**src/source/csr_cfg.svh**
```systemverilog
`ifndef CSR_CFG_SVH
`define CSR_CFG_SVH

// register and address widths
`define CSR_DATA_W 32
`define CSR_ADDR_W 14

// external hardware interrupt lines
`define CSR_HWI_N 8

// SAVE0..SAVE3
`define CSR_SAVE_N 4

`endif

```
**src/source/csr_addr_pkg.sv**
```systemverilog
`include "csr_cfg.svh"

package csr_addr_pkg;

    typedef logic [`CSR_ADDR_W-1:0] csr_addr_t;

    // architectural CSR numbers
    typedef enum csr_addr_t {
        CSR_CRMD   = 'h0,
        CSR_PRMD   = 'h1,
        CSR_ECFG   = 'h4,
        CSR_ESTAT  = 'h5,
        CSR_ERA    = 'h6,
        CSR_EENTRY = 'hc,
        CSR_SAVE0  = 'h30,
        CSR_SAVE1  = 'h31,
        CSR_SAVE2  = 'h32,
        CSR_SAVE3  = 'h33,
        CSR_TCFG   = 'h41,
        CSR_TVAL   = 'h42,
        CSR_TICLR  = 'h44
    } csr_addr_e;

endpackage

```
**src/source/csr_field_pkg.sv**
```systemverilog
`include "csr_cfg.svh"

package csr_field_pkg;

    typedef logic [`CSR_DATA_W-1:0] csr_word_t;
    typedef logic [1:0]             plv_t;
    typedef logic [5:0]             ecode_t;
    typedef logic [12:0]            int_vec_t;

    // field low bit positions
    localparam int CRMD_PLV       = 0;
    localparam int CRMD_IE        = 2;
    localparam int CRMD_DA        = 3;
    localparam int CRMD_PG        = 4;
    localparam int PRMD_PPLV      = 0;
    localparam int PRMD_PIE       = 2;
    localparam int ESTAT_IS       = 0;
    localparam int ESTAT_ECODE    = 16;
    localparam int ESTAT_ESUBCODE = 22;
    localparam int EENTRY_VA      = 6;
    localparam int TCFG_EN        = 0;
    localparam int TCFG_PERIODIC  = 1;
    localparam int TCFG_INITVAL   = 2;
    localparam int TICLR_CLR      = 0;

    // LIE bit 10 does not exist on la32r
    localparam int_vec_t ECFG_LIE_MASK = 13'h1bff;

    function automatic csr_word_t masked_merge(input csr_word_t old_val,
                                               input csr_word_t new_val,
                                               input csr_word_t mask);
        return (old_val & ~mask) | (new_val & mask);
    endfunction

endpackage

```
**src/source/csr_mode_ctrl.sv**
```systemverilog
`include "csr_cfg.svh"

module csr_mode_ctrl (
    input  logic                     clk,
    input  logic                     rstn,
    input  logic                     software_we,
    input  csr_addr_pkg::csr_addr_e  waddr,
    input  csr_field_pkg::csr_word_t we,
    input  csr_field_pkg::csr_word_t wdata,
    input  logic                     store_state,
    input  logic                     restore_state,
    input  logic [6:0]               ecode_in,
    input  logic                     ecode_we,
    input  logic [`CSR_HWI_N-1:0]    hardware_int,
    input  logic                     timer_int,
    output csr_field_pkg::plv_t      plv,
    output csr_field_pkg::ecode_t    ecode,
    output logic [1:0]               translate_mode,
    output logic                     has_interrupt_cpu,
    output logic                     has_interrupt_idle,
    output csr_field_pkg::csr_word_t crmd_word,
    output csr_field_pkg::csr_word_t prmd_word,
    output csr_field_pkg::csr_word_t ecfg_word,
    output csr_field_pkg::csr_word_t estat_word
);
    import csr_addr_pkg::*;
    import csr_field_pkg::*;

    plv_t      crmd_plv;
    logic      crmd_ie;
    logic      crmd_da;
    logic      crmd_pg;
    plv_t      prmd_pplv;
    logic      prmd_pie;
    int_vec_t  ecfg_lie;
    logic [1:0] estat_is_sw;
    ecode_t    estat_ecode;
    logic      estat_esub;
    int_vec_t  is_vec;
    csr_word_t crmd_merged;
    csr_word_t prmd_merged;
    csr_word_t ecfg_merged;
    csr_word_t estat_merged;
    logic [1:0] pg_da_next;

    assign crmd_merged  = masked_merge(crmd_word, wdata, we);
    assign prmd_merged  = masked_merge(prmd_word, wdata, we);
    assign ecfg_merged  = masked_merge(ecfg_word, wdata, we);
    assign estat_merged = masked_merge(estat_word, wdata, we);
    assign pg_da_next   = {crmd_merged[CRMD_PG], crmd_merged[CRMD_DA]};

    ////////////////////////////////////////
    // register updates

    always_ff @(posedge clk) begin
        if (!rstn) begin
            crmd_plv <= '0;
            crmd_ie  <= 1'b0;
            crmd_da  <= 1'b1;
            crmd_pg  <= 1'b0;
        end else if (restore_state) begin
            crmd_plv <= prmd_pplv;
            crmd_ie  <= prmd_pie;
        end else if (store_state) begin
            crmd_plv <= '0;
            crmd_ie  <= 1'b0;
        end else if (software_we && waddr == CSR_CRMD) begin
            crmd_plv <= crmd_merged[CRMD_PLV +: $bits(plv_t)];
            crmd_ie  <= crmd_merged[CRMD_IE];
            // only a one-hot translation mode is taken
            if (pg_da_next[1] ^ pg_da_next[0]) begin
                crmd_pg <= pg_da_next[1];
                crmd_da <= pg_da_next[0];
            end
        end
    end

    always_ff @(posedge clk) begin
        if (!rstn) begin
            prmd_pplv <= '0;
            prmd_pie  <= 1'b0;
        end else if (store_state) begin
            prmd_pplv <= crmd_plv;
            prmd_pie  <= crmd_ie;
        end else if (software_we && waddr == CSR_PRMD) begin
            prmd_pplv <= prmd_merged[PRMD_PPLV +: $bits(plv_t)];
            prmd_pie  <= prmd_merged[PRMD_PIE];
        end
    end

    always_ff @(posedge clk) begin
        if (!rstn) begin
            ecfg_lie <= '0;
        end else if (software_we && waddr == CSR_ECFG) begin
            ecfg_lie <= ecfg_merged[$bits(int_vec_t)-1:0] & ECFG_LIE_MASK;
        end
    end

    always_ff @(posedge clk) begin
        if (!rstn) begin
            estat_is_sw <= '0;
            estat_ecode <= '0;
            estat_esub  <= 1'b0;
        end else if (ecode_we) begin
            estat_ecode <= ecode_in[5:0];
            // subcode only for a real exception, zero for interrupts
            estat_esub  <= (|ecode_in[5:0]) ? ecode_in[6] : 1'b0;
        end else if (software_we && waddr == CSR_ESTAT) begin
            estat_is_sw <= estat_merged[ESTAT_IS +: 2];
        end
    end

    ////////////////////////////////////////
    // register words and outputs

    // IPI and bit 10 read 0
    assign is_vec = {1'b0, timer_int, 1'b0, hardware_int, estat_is_sw};

    always_comb begin
        crmd_word = '0;
        crmd_word[CRMD_PLV +: $bits(plv_t)] = crmd_plv;
        crmd_word[CRMD_IE] = crmd_ie;
        crmd_word[CRMD_DA] = crmd_da;
        crmd_word[CRMD_PG] = crmd_pg;
        prmd_word = '0;
        prmd_word[PRMD_PPLV +: $bits(plv_t)] = prmd_pplv;
        prmd_word[PRMD_PIE] = prmd_pie;
        ecfg_word = '0;
        ecfg_word[$bits(int_vec_t)-1:0] = ecfg_lie;
        estat_word = '0;
        estat_word[ESTAT_IS +: $bits(int_vec_t)] = is_vec;
        estat_word[ESTAT_ECODE +: $bits(ecode_t)] = estat_ecode;
        estat_word[ESTAT_ESUBCODE] = estat_esub;
    end

    assign plv                = crmd_plv;
    assign ecode              = estat_ecode;
    assign translate_mode     = {crmd_pg, crmd_da};
    assign has_interrupt_idle = |is_vec;
    assign has_interrupt_cpu  = crmd_ie & (|(is_vec & ecfg_lie));

    // pipeline never enters and leaves an exception at once
    a_no_store_restore: assert property (@(posedge clk) disable iff (!rstn)
        !(store_state && restore_state));

    a_pg_da_onehot: assert property (@(posedge clk) disable iff (!rstn)
        crmd_pg ^ crmd_da);

endmodule

```
**src/source/csr_scratch_bank.sv**
```systemverilog
`include "csr_cfg.svh"

module csr_scratch_bank (
    input  logic                                      clk,
    input  logic                                      rstn,
    input  logic                                      software_we,
    input  csr_addr_pkg::csr_addr_e                   waddr,
    input  csr_field_pkg::csr_word_t                  we,
    input  csr_field_pkg::csr_word_t                  wdata,
    input  csr_field_pkg::csr_word_t                  era_in,
    input  logic                                      era_we,
    output csr_field_pkg::csr_word_t                  era,
    output csr_field_pkg::csr_word_t                  eentry_word,
    output csr_field_pkg::csr_word_t [`CSR_SAVE_N-1:0] save_words
);
    import csr_addr_pkg::*;
    import csr_field_pkg::*;

    logic [`CSR_DATA_W-1:EENTRY_VA] eentry_va;
    csr_word_t eentry_merged;

    assign eentry_merged = masked_merge(eentry_word, wdata, we);
    // entry point is 64-byte aligned
    assign eentry_word   = {eentry_va, {EENTRY_VA{1'b0}}};

    // hardware return address wins over software
    always_ff @(posedge clk) begin
        if (!rstn) begin
            era <= '0;
        end else if (era_we) begin
            era <= era_in;
        end else if (software_we && waddr == CSR_ERA) begin
            era <= masked_merge(era, wdata, we);
        end
    end

    always_ff @(posedge clk) begin
        if (!rstn) begin
            eentry_va <= '0;
        end else if (software_we && waddr == CSR_EENTRY) begin
            eentry_va <= eentry_merged[`CSR_DATA_W-1:EENTRY_VA];
        end
    end

    // SAVE0..3 sit at consecutive addresses
    always_ff @(posedge clk) begin
        if (!rstn) begin
            save_words <= '0;
        end else if (software_we) begin
            for (int i = 0; i < `CSR_SAVE_N; i++) begin
                if (waddr == CSR_SAVE0 + i) begin
                    save_words[i] <= masked_merge(save_words[i], wdata, we);
                end
            end
        end
    end

endmodule

```
**src/source/csr_timer.sv**
```systemverilog
module csr_timer (
    input  logic                     clk,
    input  logic                     rstn,
    input  logic                     software_we,
    input  csr_addr_pkg::csr_addr_e  waddr,
    input  csr_field_pkg::csr_word_t we,
    input  csr_field_pkg::csr_word_t wdata,
    output logic                     timer_int,
    output csr_field_pkg::csr_word_t tcfg_word,
    output csr_field_pkg::csr_word_t tval
);
    import csr_addr_pkg::*;
    import csr_field_pkg::*;

    csr_word_t tcfg_merged;
    csr_word_t load_val;
    csr_word_t reload_val;
    logic      tcfg_wr;
    logic      tcfg_load;
    logic      tval_step;
    logic      tval_reload;
    logic      tval_fire;
    logic      ticlr_hit;

    assign tcfg_wr     = software_we && (waddr == CSR_TCFG);
    assign tcfg_load   = tcfg_wr && (|we);
    assign tcfg_merged = masked_merge(tcfg_word, wdata, we);

    // count starts one above initval so that initval 0 still fires
    assign load_val    = {tcfg_merged[$bits(csr_word_t)-1:TCFG_INITVAL], 2'b01};
    assign reload_val  = {tcfg_word[$bits(csr_word_t)-1:TCFG_INITVAL], 2'b01};

    assign tval_step   = tcfg_word[TCFG_EN] && (tval != '0);
    assign tval_reload = tcfg_word[TCFG_PERIODIC] && (tval == '0);
    assign tval_fire   = !tcfg_load && tval_step && (tval == csr_word_t'(1));
    assign ticlr_hit   = software_we && (waddr == CSR_TICLR)
                         && we[TICLR_CLR] && wdata[TICLR_CLR];

    always_ff @(posedge clk) begin
        if (!rstn) begin
            tcfg_word <= '0;
        end else if (tcfg_wr) begin
            tcfg_word <= tcfg_merged;
        end
    end

    always_ff @(posedge clk) begin
        if (!rstn) begin
            tval <= '0;
        end else if (tcfg_load) begin
            tval <= load_val;
        end else if (tval_step) begin
            tval <= tval - 1'b1;
        end else if (tval_reload) begin
            tval <= reload_val;
        end
    end

    // clear has priority over a same-edge expiry
    always_ff @(posedge clk) begin
        if (!rstn) begin
            timer_int <= 1'b0;
        end else if (ticlr_hit) begin
            timer_int <= 1'b0;
        end else if (tval_fire) begin
            timer_int <= 1'b1;
        end
    end

    a_tval_no_rise: assert property (@(posedge clk) disable iff (!rstn)
        (!tcfg_load && tval != '0) |=> (tval <= $past(tval)));

endmodule

```
**src/source/csr_read_port.sv**
```systemverilog
`include "csr_cfg.svh"

module csr_read_port (
    input  csr_addr_pkg::csr_addr_e                   raddr_a,
    input  csr_addr_pkg::csr_addr_e                   raddr_b,
    input  csr_field_pkg::csr_word_t                  crmd_word,
    input  csr_field_pkg::csr_word_t                  prmd_word,
    input  csr_field_pkg::csr_word_t                  ecfg_word,
    input  csr_field_pkg::csr_word_t                  estat_word,
    input  csr_field_pkg::csr_word_t                  era,
    input  csr_field_pkg::csr_word_t                  eentry_word,
    input  csr_field_pkg::csr_word_t [`CSR_SAVE_N-1:0] save_words,
    input  csr_field_pkg::csr_word_t                  tcfg_word,
    input  csr_field_pkg::csr_word_t                  tval,
    output csr_field_pkg::csr_word_t                  rdata_a,
    output csr_field_pkg::csr_word_t                  rdata_b
);
    import csr_addr_pkg::*;
    import csr_field_pkg::*;

    function automatic csr_word_t read_mux(input csr_addr_e addr);
        case (addr)
            CSR_CRMD:   return crmd_word;
            CSR_PRMD:   return prmd_word;
            CSR_ECFG:   return ecfg_word;
            CSR_ESTAT:  return estat_word;
            CSR_ERA:    return era;
            CSR_EENTRY: return eentry_word;
            CSR_SAVE0:  return save_words[0];
            CSR_SAVE1:  return save_words[1];
            CSR_SAVE2:  return save_words[2];
            CSR_SAVE3:  return save_words[3];
            CSR_TCFG:   return tcfg_word;
            CSR_TVAL:   return tval;
            // write-only clear register
            CSR_TICLR:  return '0;
            default:    return '0;
        endcase
    endfunction

    // independent ports, no arbitration
    always_comb begin
        rdata_a = read_mux(raddr_a);
        rdata_b = read_mux(raddr_b);
    end

endmodule

```
**src/source/csr_top.sv**
```systemverilog
`include "csr_cfg.svh"

module csr_top (
    input  logic                     clk,
    input  logic                     rstn,
    input  logic                     software_we,
    input  csr_addr_pkg::csr_addr_e  waddr,
    input  csr_field_pkg::csr_word_t we,
    input  csr_field_pkg::csr_word_t wdata,
    input  csr_addr_pkg::csr_addr_e  raddr_a,
    output csr_field_pkg::csr_word_t rdata_a,
    input  csr_addr_pkg::csr_addr_e  raddr_b,
    output csr_field_pkg::csr_word_t rdata_b,
    input  logic                     store_state,
    input  logic                     restore_state,
    input  logic [6:0]               ecode_in,
    input  logic                     ecode_we,
    input  csr_field_pkg::csr_word_t era_in,
    input  logic                     era_we,
    input  logic [`CSR_HWI_N-1:0]    hardware_int,
    output csr_field_pkg::plv_t      plv,
    output csr_field_pkg::ecode_t    ecode,
    output csr_field_pkg::csr_word_t era_out,
    output csr_field_pkg::csr_word_t eentry,
    output logic [1:0]               translate_mode,
    output logic                     has_interrupt_cpu,
    output logic                     has_interrupt_idle
);

    csr_field_pkg::csr_word_t                   crmd_word;
    csr_field_pkg::csr_word_t                   prmd_word;
    csr_field_pkg::csr_word_t                   ecfg_word;
    csr_field_pkg::csr_word_t                   estat_word;
    csr_field_pkg::csr_word_t                   tcfg_word;
    csr_field_pkg::csr_word_t                   tval;
    csr_field_pkg::csr_word_t [`CSR_SAVE_N-1:0] save_words;
    logic                                       timer_int;

    csr_mode_ctrl u_mode_ctrl (
        .clk, .rstn, .software_we, .waddr, .we, .wdata,
        .store_state, .restore_state, .ecode_in, .ecode_we,
        .hardware_int, .timer_int,
        .plv, .ecode, .translate_mode, .has_interrupt_cpu, .has_interrupt_idle,
        .crmd_word, .prmd_word, .ecfg_word, .estat_word
    );

    csr_scratch_bank u_scratch_bank (
        .clk, .rstn, .software_we, .waddr, .we, .wdata, .era_in, .era_we,
        .era         (era_out),
        .eentry_word (eentry),
        .save_words
    );

    csr_timer u_timer (
        .clk, .rstn, .software_we, .waddr, .we, .wdata,
        .timer_int, .tcfg_word, .tval
    );

    csr_read_port u_read_port (
        .raddr_a, .raddr_b,
        .crmd_word, .prmd_word, .ecfg_word, .estat_word,
        .era         (era_out),
        .eentry_word (eentry),
        .save_words, .tcfg_word, .tval,
        .rdata_a, .rdata_b
    );

endmodule

```
**config.mk**
```make
export PLATFORM = sky130hd
export DESIGN_NAME = csr_top
export DESIGN_NICKNAME = d
export VERILOG_FILES = /design/src/source/csr_addr_pkg.sv /design/src/source/csr_field_pkg.sv /design/src/source/csr_mode_ctrl.sv /design/src/source/csr_scratch_bank.sv /design/src/source/csr_timer.sv /design/src/source/csr_read_port.sv /design/src/source/csr_top.sv
export VERILOG_INCLUDE_DIRS = /design/src /design/src/source
export SDC_FILE = /design/constraint.sdc
export NUM_CORES = 1
export LEC_CHECK = 0
export ABC_AREA = 1
export ABC_CLOCK_PERIOD_IN_PS = 1900
export BUFFER_PORTS_ARGS = -buffer_cell sky130_fd_sc_hd__buf_2
export CAP_MARGIN = 10
export CELL_PAD_IN_SITES_DETAIL_PLACEMENT = 1
export CELL_PAD_IN_SITES_GLOBAL_PLACEMENT = 2
export CORE_ASPECT_RATIO = 0.7
export CORE_MARGIN = 2
export CORE_UTILIZATION = 27
export CTS_BUF_LIST = sky130_fd_sc_hd__clkbuf_4 sky130_fd_sc_hd__clkbuf_8 sky130_fd_sc_hd__clkbuf_16
export DETAILED_ROUTE_END_ITERATION = 8
export PLACE_DENSITY_LB_ADDON = 0.05
export SETUP_SLACK_MARGIN = 0.1
export SLEW_MARGIN = 0
export SYNTH_ARGS = -nofsm -noshare
export SYNTH_HDL_FRONTEND = slang
export SYNTH_SLANG_ARGS = --single-unit
```
**constraint.sdc**
```tcl
create_clock -name clk -period 1.9 [get_ports clk]
set_clock_uncertainty 0.1 [all_clocks]
set_input_delay 0.285 -clock clk [delete_from_list [all_inputs] [get_ports clk]]
set_output_delay 0.285 -clock clk [all_outputs]
set_load 0.03 [all_outputs]
```
==> out/results.txt <==
Clock Path Buffers = 3
initial antenna violation count = 6
Die W = 313.3 um
Tmin final = 2.380 ns
Tcrit/Tclk final = 125.3%
ys async rst share = 0%
Final Non-Filler Cells = 4543
register area = 0.005640 mm2
Clk network pwr share = 49.1%
startpoint types = input pin
syn avg cell area = 6.175 um2
commonest cells after routing, fill and taps aside = 414 x nand2_1, 406 x nor2_1, 327 x inv_1
WP data required = 1.51 ns
NetSw = 4.408 mW
routed via count = 24.92k
Rel. slew slack = 47.95%
most common cell after layout, fill and taps aside = nand2_1
Combinational Power Share = 11.6%
Core ar. = 0.06632 mm2
dpl ws = -0.6929 ns
final hold violation count = 0
Pleak = 12.86 nW
Max Fclk = 420.1 MHz
GRT Total Usage = 34.66%
Antenna Nets Post-Route = 0
Synth Warn # = 0
WL/cell = 28.03 um
PD cells = 505.0 mW/mm2
Max VDD drop = 0.4488 mV
Worst-Skew Late Latency = 0.59 ns
final slew viol count = 0
ys flop type = dfxtp_1
worst setup margin = -0.4803 ns
Final setup viols = 98
switching fraction of total power = 28.67%
internal power consumption = 10.97 mW
CP Capture Type = output pin
post-synthesis cell area = 0.01809 mm2
Seq cells post-synth = 280
Worst Hold Class = input pin to flop
largest net degree at the start of global routing = 65
CTS clk-pin slew, worst paths = 0.06 ns
IO buf count = 293
Sequential Power Share = 39.3%
violated checks = negative setup slack
DRC viols = 0
Area growth syn-to-layout = 68.33%
status = finished with violations
cell row count = 79
worst hold slack = 0.01257 ns
Layout Nets = 3783
crit path cell chain = buf_6, nor2_4, nand4_1, nor2_4, buf_6, nand2_8, buf_12, o22ai_4, nor2_2, nand4_1, buf_6
Sink Count = 280
CTS buffer count = 36
H-tree Lvls = 2
Placed Cells = 4330
crit-path max FO = 6
TNS Setup = -33.03 ns
Post-DP HPWL = 92130 um
Worst Path Arrival = 2.00 ns
Critical Path Most Common Cell = buf_6
die footprint = 0.06911 mm2
RSZ-0062 raised after global routing = yes
CTS tree = done
first-pass GRT wire length = 172900 um
Crit path largest cell delay = 0.23 ns
Cells after Synth = 2929
GRT overflow = 0
Slew @ Worst Pin = 0.7798 ns
DR pass1 iterations = 5
vias in the first global route = 24.29k
Multi-input gate area = 0.01306 mm2
fill cell count = 8203
Setup Crit Path Kind = input pin to output pin
Post-synth EDFFs = 0
slowest CP cell = nor2_4
R2R setup slack = -0.28 ns
Yosys cell types = 48
Die Y = 220.5 um
DR iter-0 viols = 2395
final WL = 127300 um
root buffer cell = clkbuf_16
sequential share of the synthesized area = 30.99%
Placer Congestion = 0.9414
Initial Utilization = 27.27%
Vias/cell = 5.486
IO Pins = 300
layout cell share with drive strength beyond 1 = 37.98%
max cap viols = 0
## worst paths after layout
kind	from	endpoint	cells after the start
worst min-delay path	wdata[18]	flop	3
worst max-delay path	raddr_b[11]	rdata_b[17]	11
worst min register to register	u_timer.tval[1]$_SDFFE_PP0P_	u_timer.tval[1]$_SDFFE_PP0P_	2
worst max register to register	u_timer.tval[14]$_SDFFE_PN0P_	u_timer.tval[28]$_SDFFE_PN0P_	14
## through the flow
stage | power (mW) | util [%] | instance area, um2
after CTS | 15.37 | 42.99 | 28510
after floorplan | 6.735 | - | 18860
after global routing | 15.75 | 45.88 | 30430
after global placement | 7.707 | 36.50 | 24210
final | 15.37 | 45.90 | 30440
after detailed placement | 7.726 | 36.50 | 24210
## synthesized netlist by cell type, types with 8 or more instances
cell type / count / share of area, %
o221ai_1: 8 / 0.39
clkbuf_1: 140 / 2.9
mux2i_1: 13 / 0.72
a31oi_1: 18 / 0.62
a211oi_1: 15 / 0.62
xor2_1: 13 / 0.63
inv_1: 362 / 7.5
clkinv_1: 11 / 0.23
o21ai_0: 272 / 7.5
buf_4: 20 / 0.83
nand2_1: 515 / 11
o211ai_1: 41 / 1.7
o22ai_1: 114 / 3.9
nor2_1: 523 / 11
buf_2: 14 / 0.39
o31ai_1: 140 / 5.8
nand4_1: 72 / 2.5
nor3_1: 25 / 0.69
dfxtp_1: 280 / 31
nand3b_1: 8 / 0.33
a21oi_1: 124 / 3.4
nand3_1: 132 / 3.7
## cell type report
cell class,count,share of cell area [%]
repair buffers,823,25.74
clock inverters,10,0.4439
multi-input cells,2099,42.91
clock buffers,55,3.629
flip-flops and latches,280,18.53
repair inverters,2,0.07398
well taps,891,3.662
inverters,378,4.981
diodes,5,0.04110
## power groups by stage
stage          clock network (mW)  logic, mW  registers (mW)
2_1_floorplan                   0      0.540            6.19
3_3_place_gp                    0       1.54            6.17
3_5_place_dp                    0       1.56            6.16
4_1_cts                      7.63       1.71            6.04
5_1_grt                      7.83       1.87            6.05
6_report                     7.55       1.78            6.05
## per-layer routing
layer,GRT usage [%],wire length (um),vias to the layer above
li1,-,-,11195
met1,51.73,59730,12442
met2,48.00,50420,1141
met3,10.58,14590,141
met4,7.018,2416,2
met5,1.791,175,-
## worst max-delay path: cells and delay by family
kind	cells	cell delay, ns
AOI/OAI and AO/OA	1	0.14
buffers and inverters	4	0.61
and+or+nand+nor	6	0.95
## cell families (layout without fill, tap and decap cells)
| logic type | after synthesis | after routing | synth area share [%] |
|---|---|---|---|
| AND/OR/NAND/NOR | 1311 | 1314 | 30.34 |
| other | 1 | 11 | 0.02073 |
| multiplexers | 13 | 13 | 0.7194 |
| buffers and inverters | 558 | 1268 | 12.22 |
| XOR/XNOR | 14 | 14 | 0.6780 |
| adder cells (fa/ha/maj) | 3 | 3 | 0.2076 |
| flip-flops | 280 | 280 | 30.99 |
| AO/OA/AOI/OAI | 749 | 749 | 24.83 |
## timing repair
| item | 4_1_cts | 5_1_grt |
|---|---|---|
| cloned | 16 | 15 |
| hold buffers | 51 | 0 |
| endpoints found under the hold margin | 91 | 0 |
| resized for setup | 501 | 319 |
| pin swaps | 89 | 125 |
| setup endpoints to repair | 105 | 131 |
| setup buffers | 40 | 29 |
No activity file was read; power rests on OpenSTA's default activity.
